<file path="config.mk">
export PLATFORM = sky130hd
export DESIGN_NAME = hpp_automaton
export DESIGN_NICKNAME = d
export VERILOG_FILES = /design/src/hpp_pkg.sv /design/src/hpp_control_fsm.sv /design/src/hpp_sweep_counter.sv /design/src/hpp_fill_source.sv /design/src/hpp_row_pe.sv /design/src/hpp_automaton.sv
export SDC_FILE = /design/constraint.sdc
export NUM_CORES = 1
export LEC_CHECK = 0
export BUFFER_PORTS_ARGS = -buffer_cell sky130_fd_sc_hd__buf_2
export CORE_MARGIN = 2
export CORE_UTILIZATION = 32
export DETAILED_ROUTE_END_ITERATION = 8
export GPL_TIMING_DRIVEN = 0
export PLACE_DENSITY = 0.44
export SETUP_SLACK_MARGIN = 0.5
export SYNTH_ARGS = -nofsm -noshare
export SYNTH_HDL_FRONTEND = slang
export SYNTH_SLANG_ARGS = --single-unit
</file>
<file path="constraint.sdc">
create_clock -name clk -period 8.35 [get_ports clk]
set_input_delay 1.67 -clock clk [delete_from_list [all_inputs] [get_ports clk]]
set_output_delay 1.67 -clock clk [all_outputs]
set_load 0.01 [all_outputs]
</file>
<file path="src/hpp_pkg.sv">
// shared cell layout, phase codes and fill constants for the HPP lattice-gas engine
`default_nettype none

package hpp_pkg;

    // ------------------------------
    // cell layout
    // ------------------------------
    localparam int CELL_W = 5;     // wall + four particle bits

    localparam int WALL_BIT = 4;
    localparam int N_BIT    = 3;
    localparam int E_BIT    = 2;
    localparam int S_BIT    = 1;
    localparam int W_BIT    = 0;

    // ------------------------------
    // phase codes
    // ------------------------------
    localparam int PHASE_W = 2;

    localparam logic [PHASE_W-1:0] PH_IDLE    = 2'd0;  // readout allowed
    localparam logic [PHASE_W-1:0] PH_FILL    = 2'd1;  // one site per cycle
    localparam logic [PHASE_W-1:0] PH_COLLIDE = 2'd2;
    localparam logic [PHASE_W-1:0] PH_PROP    = 2'd3;

    // ------------------------------
    // fill source
    // ------------------------------
    localparam logic [15:0] LFSR_SEED = 16'hace1;  // must be nonzero
    localparam logic [15:0] LFSR_TAPS = 16'hb400;  // Galois form, maximal length

    // interior site is populated only when lfsr[5:4] under this mask is zero
    localparam logic [1:0] DENSITY_MASK = 2'b11;

endpackage

`default_nettype wire

</file>
<file path="src/hpp_control_fsm.sv">
// phase sequencer of the HPP engine; reset fill, then one generation per accepted frame_start
`timescale 1ns/100ps
`default_nettype none

module hpp_control_fsm (
    input  wire logic                         clk,
    input  wire logic                         reset,        // active low, synchronous
    input  wire logic                         fill_random,
    input  wire logic                         frame_start,
    input  wire logic                         pause,
    input  wire logic                         sweep_done,
    output logic      [hpp_pkg::PHASE_W-1:0]  phase,
    output logic                              sweep_start,
    output logic                              busy,
    output logic                              fill_random_q
);

    // state carries the phase code directly
    logic [hpp_pkg::PHASE_W-1:0] state;

    // ------------------------------
    // state register
    // ------------------------------
    always_ff @(posedge clk) begin
        if (!reset) begin
            state         <= hpp_pkg::PH_FILL;
            sweep_start   <= 1'b0;
            fill_random_q <= fill_random;   // last reset cycle wins
        end else begin
            sweep_start <= 1'b0;
            case (state)
                hpp_pkg::PH_FILL: begin
                    if (sweep_done) begin
                        state <= hpp_pkg::PH_IDLE;
                    end
                end
                hpp_pkg::PH_IDLE: begin
                    if (frame_start && !pause) begin
                        state       <= hpp_pkg::PH_COLLIDE;
                        sweep_start <= 1'b1;
                    end
                end
                hpp_pkg::PH_COLLIDE: begin
                    if (sweep_done) begin
                        state       <= hpp_pkg::PH_PROP;
                        sweep_start <= 1'b1;
                    end
                end
                default: begin              // propagation
                    if (sweep_done) begin
                        state <= hpp_pkg::PH_IDLE;
                    end
                end
            endcase
        end
    end

    // the start cycle only rewinds the counter and gives the rows no work
    assign phase = sweep_start ? hpp_pkg::PH_IDLE : state;
    assign busy  = (state != hpp_pkg::PH_IDLE);

    // ------------------------------
    // checks
    // ------------------------------

    // a pulse while busy never starts another generation
    a_no_restart_while_busy : assert property (
        @(posedge clk) disable iff (!reset)
        (busy && frame_start) |=> !(sweep_start && state == hpp_pkg::PH_COLLIDE)
    );

endmodule

`default_nettype wire

</file>
<file path="src/hpp_sweep_counter.sv">
// site counter for the grid sweeps; rows run fastest in fill, columns alone otherwise
`timescale 1ns/100ps
`default_nettype none

module hpp_sweep_counter #(
    parameter int ROWS = 8,
    parameter int COLS = 12
) (
    input  wire logic                         clk,
    input  wire logic                         reset,
    input  wire logic [hpp_pkg::PHASE_W-1:0]  phase,
    input  wire logic                         sweep_start,
    output logic      [$clog2(COLS)-1:0]      col,
    output logic      [$clog2(ROWS)-1:0]      row,
    output logic                              sweep_done
);

    localparam int COL_W = $clog2(COLS);
    localparam int ROW_W = $clog2(ROWS);

    logic last_col;
    logic last_row;

    assign last_col = (col == COL_W'(COLS - 1));
    assign last_row = (row == ROW_W'(ROWS - 1));

    always_ff @(posedge clk) begin
        if (!reset || sweep_start) begin
            col <= '0;
            row <= '0;
        end else if (phase == hpp_pkg::PH_FILL) begin
            if (last_row) begin
                row <= '0;
                col <= last_col ? '0 : col + 1'b1;  // wraps to 0 after the last site
            end else begin
                row <= row + 1'b1;
            end
        end else if (phase != hpp_pkg::PH_IDLE) begin
            col <= last_col ? '0 : col + 1'b1;
        end
    end

    // idle and start cycles never flag an end
    assign sweep_done = (phase == hpp_pkg::PH_FILL) ? (last_row && last_col)
                                                    : ((phase != hpp_pkg::PH_IDLE) && last_col);

    a_col_range : assert property (@(posedge clk) disable iff (!reset) int'(col) < COLS);
    a_row_range : assert property (@(posedge clk) disable iff (!reset) int'(row) < ROWS);

endmodule

`default_nettype wire

</file>
<file path="src/hpp_fill_source.sv">
// initial cell value per site for the reset fill; border walls plus an optional LFSR particle pattern
`timescale 1ns/100ps
`default_nettype none

module hpp_fill_source #(
    parameter int ROWS = 8,
    parameter int COLS = 12
) (
    input  wire logic                         clk,
    input  wire logic                         reset,
    input  wire logic [hpp_pkg::PHASE_W-1:0]  phase,
    input  wire logic                         fill_random_q,
    input  wire logic [$clog2(ROWS)-1:0]      row,
    input  wire logic [$clog2(COLS)-1:0]      col,
    output logic      [hpp_pkg::CELL_W-1:0]   fill_cell
);

    logic [15:0] lfsr;
    logic        border;
    logic        dense;     // site gets particles

    // steps once per random fill cycle, so the pattern is timing independent
    always_ff @(posedge clk) begin
        if (!reset) begin
            lfsr <= hpp_pkg::LFSR_SEED;
        end else if (phase == hpp_pkg::PH_FILL && fill_random_q) begin
            lfsr <= (lfsr >> 1) ^ (lfsr[0] ? hpp_pkg::LFSR_TAPS : 16'h0000);
        end
    end

    assign border = (row == '0) || (int'(row) == ROWS - 1)
                 || (col == '0) || (int'(col) == COLS - 1);
    assign dense  = fill_random_q && ((lfsr[5:4] & hpp_pkg::DENSITY_MASK) == 2'b00);

    always_comb begin
        fill_cell = '0;
        if (border) begin
            fill_cell[hpp_pkg::WALL_BIT] = 1'b1;
        end else if (dense) begin
            fill_cell[3:0] = lfsr[3:0];     // n, e, s, w in bit order
        end
    end

endmodule

`default_nettype wire

</file>
<file path="src/hpp_row_pe.sv">
// one grid row of the HPP engine; stores COLS cells and does fill, collision, propagation and readout
`timescale 1ns/100ps
`default_nettype none

module hpp_row_pe #(
    parameter int ROWS   = 8,
    parameter int COLS   = 12,
    parameter int ROW_ID = 0
) (
    input  wire logic                         clk,
    input  wire logic                         reset,
    input  wire logic [hpp_pkg::PHASE_W-1:0]  phase,
    input  wire logic [$clog2(COLS)-1:0]      col,
    input  wire logic [$clog2(ROWS)-1:0]      row,
    input  wire logic [hpp_pkg::CELL_W-1:0]   fill_cell,
    input  wire logic                         s_from_above,
    input  wire logic                         n_from_below,
    output logic                              n_out,
    output logic                              s_out,
    input  wire logic [$clog2(ROWS)-1:0]      read_row,
    input  wire logic [$clog2(COLS)-1:0]      read_col,
    input  wire logic [hpp_pkg::CELL_W-1:0]   read_in,
    output logic      [hpp_pkg::CELL_W-1:0]   read_out
);

    localparam int COL_W = $clog2(COLS);
    localparam int ROW_W = $clog2(ROWS);

    logic [hpp_pkg::CELL_W-1:0] cells [COLS];
    logic [hpp_pkg::CELL_W-1:0] cur;
    logic [hpp_pkg::CELL_W-1:0] collided;
    logic [hpp_pkg::CELL_W-1:0] moved;
    logic [COL_W-1:0]           next_col;
    logic                       prev_east;   // east bit of col-1 before its update
    logic                       fill_we;

    assign cur      = cells[col];
    assign n_out    = cur[hpp_pkg::N_BIT];
    assign s_out    = cur[hpp_pkg::S_BIT];
    assign next_col = (int'(col) == COLS - 1) ? col : col + 1'b1;
    assign fill_we  = (phase == hpp_pkg::PH_FILL) && (row == ROW_W'(ROW_ID));

    // ------------------------------
    // collision rule
    // ------------------------------
    always_comb begin
        collided = cur;
        if (cur[hpp_pkg::WALL_BIT]) begin
            // bounce straight back
            collided[hpp_pkg::N_BIT] = cur[hpp_pkg::S_BIT];
            collided[hpp_pkg::S_BIT] = cur[hpp_pkg::N_BIT];
            collided[hpp_pkg::E_BIT] = cur[hpp_pkg::W_BIT];
            collided[hpp_pkg::W_BIT] = cur[hpp_pkg::E_BIT];
        end else if (cur == 5'b01010) begin
            collided = 5'b00101;        // n+s turns into e+w
        end else if (cur == 5'b00101) begin
            collided = 5'b01010;
        end
    end

    // ------------------------------
    // propagation gather
    // ------------------------------
    always_comb begin
        moved                    = '0;
        moved[hpp_pkg::WALL_BIT] = cur[hpp_pkg::WALL_BIT];
        moved[hpp_pkg::N_BIT]    = n_from_below;
        moved[hpp_pkg::S_BIT]    = s_from_above;
        moved[hpp_pkg::E_BIT]    = (col == '0) ? 1'b0 : prev_east;
        moved[hpp_pkg::W_BIT]    = (int'(col) == COLS - 1) ? 1'b0
                                                           : cells[next_col][hpp_pkg::W_BIT];
    end

    always_ff @(posedge clk) begin
        if (reset) begin            // no writes while reset is held
            case (phase)
                hpp_pkg::PH_FILL: begin
                    if (fill_we) begin
                        cells[col] <= fill_cell;
                    end
                end
                hpp_pkg::PH_COLLIDE: cells[col] <= collided;
                hpp_pkg::PH_PROP: begin
                    cells[col] <= moved;
                    prev_east  <= cur[hpp_pkg::E_BIT];
                end
                default: ;
            endcase
        end
    end

    // readout chain, only the addressed row adds its cell
    assign read_out = (read_row == ROW_W'(ROW_ID)) ? (read_in | cells[read_col]) : read_in;

    // fill happens once; once the grid is live the fill phase never comes back
    a_no_late_fill : assert property (
        @(posedge clk) disable iff (!reset)
        (phase != hpp_pkg::PH_FILL) |=> (phase != hpp_pkg::PH_FILL)
    );

endmodule

`default_nettype wire

</file>
<file path="src/hpp_automaton.sv">
// top level of the HPP lattice-gas engine; sequencer, sweep counter, fill source and a column of rows
`timescale 1ns/100ps
`default_nettype none

module hpp_automaton #(
    parameter int ROWS = 8,
    parameter int COLS = 12
) (
    input  wire logic                         clk,
    input  wire logic                         reset,
    input  wire logic                         fill_random,
    input  wire logic                         frame_start,
    input  wire logic                         pause,
    input  wire logic [$clog2(ROWS)-1:0]      read_row,
    input  wire logic [$clog2(COLS)-1:0]      read_col,
    output logic      [hpp_pkg::CELL_W-1:0]   cell_out,
    output logic                              busy
);

    localparam int COL_W = $clog2(COLS);
    localparam int ROW_W = $clog2(ROWS);

    logic [hpp_pkg::PHASE_W-1:0] phase;
    logic                        sweep_start;
    logic                        sweep_done;
    logic                        fill_random_q;
    logic [COL_W-1:0]            col;
    logic [ROW_W-1:0]            row;
    logic [hpp_pkg::CELL_W-1:0]  fill_cell;

    // ------------------------------
    // neighbor and readout chains
    // ------------------------------
    logic [ROWS:0]              s_line;             // s_line[r] feeds row r from above
    logic [ROWS:0]              n_line;             // n_line[r+1] feeds row r from below
    logic [hpp_pkg::CELL_W-1:0] read_line [ROWS+1];

    assign s_line[0]     = 1'b0;    // top edge
    assign n_line[ROWS]  = 1'b0;    // bottom edge
    assign read_line[0]  = '0;
    assign cell_out      = read_line[ROWS];

    hpp_control_fsm u_fsm (
        .clk(clk), .reset(reset), .fill_random(fill_random), .frame_start(frame_start),
        .pause(pause), .sweep_done(sweep_done), .phase(phase), .sweep_start(sweep_start),
        .busy(busy), .fill_random_q(fill_random_q)
    );

    hpp_sweep_counter #(.ROWS(ROWS), .COLS(COLS)) u_counter (
        .clk(clk), .reset(reset), .phase(phase), .sweep_start(sweep_start),
        .col(col), .row(row), .sweep_done(sweep_done)
    );

    hpp_fill_source #(.ROWS(ROWS), .COLS(COLS)) u_fill (
        .clk(clk), .reset(reset), .phase(phase), .fill_random_q(fill_random_q),
        .row(row), .col(col), .fill_cell(fill_cell)
    );

    for (genvar r = 0; r < ROWS; r++) begin : g_row
        hpp_row_pe #(.ROWS(ROWS), .COLS(COLS), .ROW_ID(r)) u_row (
            .clk(clk), .reset(reset), .phase(phase), .col(col), .row(row),
            .fill_cell(fill_cell),
            .s_from_above(s_line[r]), .n_from_below(n_line[r+1]),
            .n_out(n_line[r]), .s_out(s_line[r+1]),
            .read_row(read_row), .read_col(read_col),
            .read_in(read_line[r]), .read_out(read_line[r+1])
        );
    end

endmodule

`default_nettype wire

</file>
==> results.py <==
metrics = {
    "synthesis": {
        "synth_ff_type": "edfxtp_1",
        "yosys.area.top_type": "edfxtp_1",
        "netlist_area_mm2": 0.02694,
        "synth_top_area_share_pct": 54.52,
        "synthArstFlopShare_pct": 0,
        "synth_nets": 1800,
        "synth_cell_types": 72,
        "syn_avg_cell_area_um2": 15.16,
        "yosysWarnings": 0,
        "synth-seq-area-share_pct": 56.74,
        "ys_ff_latch": 519,
        "synth.area.top_cells": "edfxtp_1, mux4_2, mux2i_1",
        "synth-edff-count": 489,
        "synthCells": 1777,
    },
    "drt": {
        "wl_per_cell_um": 39.92,
        "drt_iter0_drc": 3036,
        "postRouteAntennaNets": 0,
        "remaining_drc_errors": 0,
        "wirelength_um": 119500,
        "dr.pass1.iters": 5,
        "routed_via_density": 6.293,
        "num_vias": 18840,
    },
    "floorplanning": {
        "num_rows": 106,
        "initial_core_util_pct": 32.24,
        "ios": 18,
        "die_area_mm2": 0.08651,
        "core_mm2": 0.08356,
        "chipWidth_um": 294.1,
        "die_h_um": 294.1,
    },
    "worst_setup_path": {
        "critical_path_buf_inv_count": 5,
        "crit_path_end_kind": "output port",
        "ff2ff_setup_slack_ns": 2.72,
        "path_cells": "buf_2 -> buf_2 -> buf_2 -> clkbuf_1 -> mux4_2 -> mux2i_1 -> o22ai_1 -> nor4_1 -> a21oi_1 -> buf_2",
        "cp-start-kind": "input pin",
        "cp.depth": 10,
        "slowest_stage": "clkbuf_1",
        "worstSetupPathType": "input pin to output port",
        "crit_end": "cell_out[3]",
        "critPathMaxFanout": 10,
        "critPathMaxStageDelay_ns": 1.19,
        "reg2reg_depth": 10,
        "crit_path_frequent_cell": "buf_2",
        "critPathTopFamily": "buffers and inverters",
        "r2r_end": "g_row[4].u_row.cells[10][0]$_DFFE_PP_",
        "startpoint": "read_col[1]",
        "critPathArrivalTime_ns": 6.18,
        "r2r_start": "u_counter.col[1]$_SDFFE_PP0N_",
        "crit_required_ns": 6.68,
    },
    "global_routing": {
        "antenna_found_initial": 4,
        "grt_pass1_wl_um": 158400,
        "grt_usage_pct": 27.39,
        "grt_pass1_vias": 17870,
        "overflow": 0,
        "grt_max_degree": 17,
    },
    "clock_network": {
        "ctsResizeCount": 0,
        "clk_path_buf_depth": 3,
        "clkSlewWorstSetupHoldPaths_ns": 0.05,
        "cts_setup_buffers": 0,
        "cts_tree": "done",
        "clock_latency_ns": 0.66,
        "cts.hold.buffers_added": 0,
        "cts_inserted_buffers": 60,
        "numClockSinks": 519,
        "root_buffer": "clkbuf_16",
        "htree_levels": 2,
    },
    "pwr": {
        "vdd_ir_drop_max_mv": 0.1607,
        "internal_power_mw": 4.388,
        "p_total_mw": 5.742,
        "p_switching_mw": 1.354,
        "pwr-share-clk_pct": 44.6,
        "p_comb_share_pct": 6.2,
        "p_leak_nw": 9.668,
        "power.density_mw_per_mm2": 189.2,
        "pwr-share-seq_pct": 49.2,
        "switching_share_pct": 23.58,
    },
    "sta": {
        "fin_setup_tns_ns": 0,
        "worst_pin_slew_ns": 1.620,
        "fin_crit_sh_pct": 94.00,
        "finalHoldViolations": 0,
        "layout_min_cycle_time_ns": 7.849,
        "fmax_ghz": 0.1274,
        "setup-violations-final": 0,
        "fin_skew_ns": 0.04355,
        "maxSlewViolCount": 73,
        "rsz0062_at_grt": "no",
        "relSlewSlack_pct": -8.373,
    },
    "place": {
        "dp_hpwl_um": 82520,
        "io_buffers": 15,
        "place.gp.congestion": 1.065,
    },
    "final_layout": {
        "syn_to_final_growth_pct": 12.67,
        "layout.nets": 1885,
        "layout-drive-gt1-share_pct": 26.95,
    },
    "worst_hold_path": {
        "hold_depth": 2,
        "hp-class": "flip-flop to flip-flop",
    },
    "run": {
        "drv_cap": 7,
    },
    "run_status": {
        "outcome": "finished, violations left",
        "violations": "capacitance limit, slew limit",
    },
}
cell usage in the layout (no fill, tap or decap), types with 8 or more instances in the layout:
cell / instances
buf_6: 21
o22ai_1: 45
clkbuf_1: 50
mux4_2: 208
a21o_1: 9
nor2_1: 135
nand2_1: 148
nand3_1: 23
a211oi_1: 8
o31a_1: 14
nor2b_1: 11
buf_2: 56
a22o_1: 34
o31ai_2: 10
inv_1: 11
buf_1: 8
a21oi_1: 79
clkinv_2: 13
o211ai_1: 19
o21ai_0: 37
mux2i_1: 105
ha_1: 11
mux2_2: 72
nand2b_1: 12
a31oi_1: 11
edfxtp_1: 489
buf_4: 13
clkinv_1: 14
clkbuf_16: 61
nor3_1: 10
dfxtp_1: 30
state kept, by name, summed over array words and instances (netlist names), named ones only:
signal	cells
u_fsm.state	2
u_fsm.sweep_start	1
u_fsm.fill_random_q	1
u_fill.lfsr	16
u_counter.row	3
u_counter.col	4
g_row.u_row.prev_east	8
g_row.u_row.cells	480
power groups by stage:
stage	Clock, mW	Combinational [mW]	Sequential [mW]
floorplan	0	0.203	2.88
global placement	0	0.343	2.88
detailed placement	0	0.345	2.88
CTS	2.59	0.346	2.83
global route	2.68	0.361	2.83
finish	2.56	0.354	2.83
stage by stage:
step / area (µm²) / utilization (%) / setup slack [ns] / instances / hold WS (ns)
after floorplan: 26940 / - / 3.171 / 1777 / 0.4321
after global placement: 28360 / 33.94 / 0.5090 / 2872 / 0.4522
after detailed placement: 28460 / 34.06 / 0.7447 / 2879 / 0.4508
after CTS: 30310 / 36.28 / 0.7440 / 2986 / 0.4589
after global routing: 30330 / 36.30 / 0.8040 / 2987 / 0.4774
final: 30350 / 36.32 / 0.5008 / 2993 / 0.4562
synthesized netlist by cell type, types with 9 or more instances:
library cell  number
o31ai_2           10
dfxtp_1           30
buf_4             13
buf_6             19
mux2_2            72
o31a_1            14
nand2_1          148
nor2b_1           11
ha_1              11
edfxtp_1         489
a31oi_1           11
nor3_1            11
nor2_1           136
o211ai_1          19
nand3_1           23
inv_1             11
mux4_2           208
nand2b_1          12
a21o_1             9
buf_1             10
mux2i_1          106
clkbuf_1          44
o21ai_0           38
a21oi_1           80
o22ai_1           45
a211oi_1           9
a22o_1            34
buf_2             36
routing by layer:
metal | share of wire (%) | track usage [%]
met1 | 40 | 36.96
met5 | 0.011 | 0
met2 | 45 | 42.10
met4 | 5.0 | 12.21
met3 | 9.9 | 6.314
worst min path at each step:
stage | start | end | slack (ns)
after global placement | u_fill.lfsr[6]$_SDFFE_PN1P_ | u_fill.lfsr[6]$_SDFFE_PN1P_ | 0.45
after floorplan | u_fill.lfsr[9]$_SDFFE_PN0P_ | u_fill.lfsr[8]$_SDFFE_PN0P_ | 0.43
after detailed placement | u_fill.lfsr[9]$_SDFFE_PN0P_ | u_fill.lfsr[9]$_SDFFE_PN0P_ | 0.45
after global routing | u_fill.lfsr[8]$_SDFFE_PN0P_ | u_fill.lfsr[8]$_SDFFE_PN0P_ | 0.48
final | u_fill.lfsr[9]$_SDFFE_PN0P_ | u_fill.lfsr[9]$_SDFFE_PN0P_ | 0.46
after CTS | u_fill.lfsr[9]$_SDFFE_PN0P_ | u_fill.lfsr[9]$_SDFFE_PN0P_ | 0.46
cell families (layout without fill, tap and decap cells):
family	Yosys count	after routing	synth area share (%)
compound gates	334	334	8.835
xor+xnor	4	4	0.1301
fa+ha+maj	11	11	0.5110
buf+inv	142	272	3.173
flops	519	519	56.74
mux	389	389	24.53
other cells	0	6	0
simple gates	378	378	6.076
area by class of cell:
| cell class | instances | area (µm²) |
|---|---|---|
| Fill cell | 7930 | 53210 |
| Sequential cell | 519 | 15280 |
| Multi-Input combinational cell | 1116 | 10830 |
| Clock buffer | 71 | 1564 |
| Tap cell | 1080 | 1351 |
| Buffer | 130 | 817.0 |
| Clock inverter | 36 | 284.0 |
| Timing Repair Buffer | 23 | 157.7 |
| Inverter | 12 | 45.04 |
| Antenna cell | 6 | 15.01 |
tightest hold or removal path, stage by stage, from the launching register on:
cell and delay [ns]:
dfxtp_1 0.30, nand2_1 0.05, a21oi_1 0.05
(Power assumes the default switching activity.)
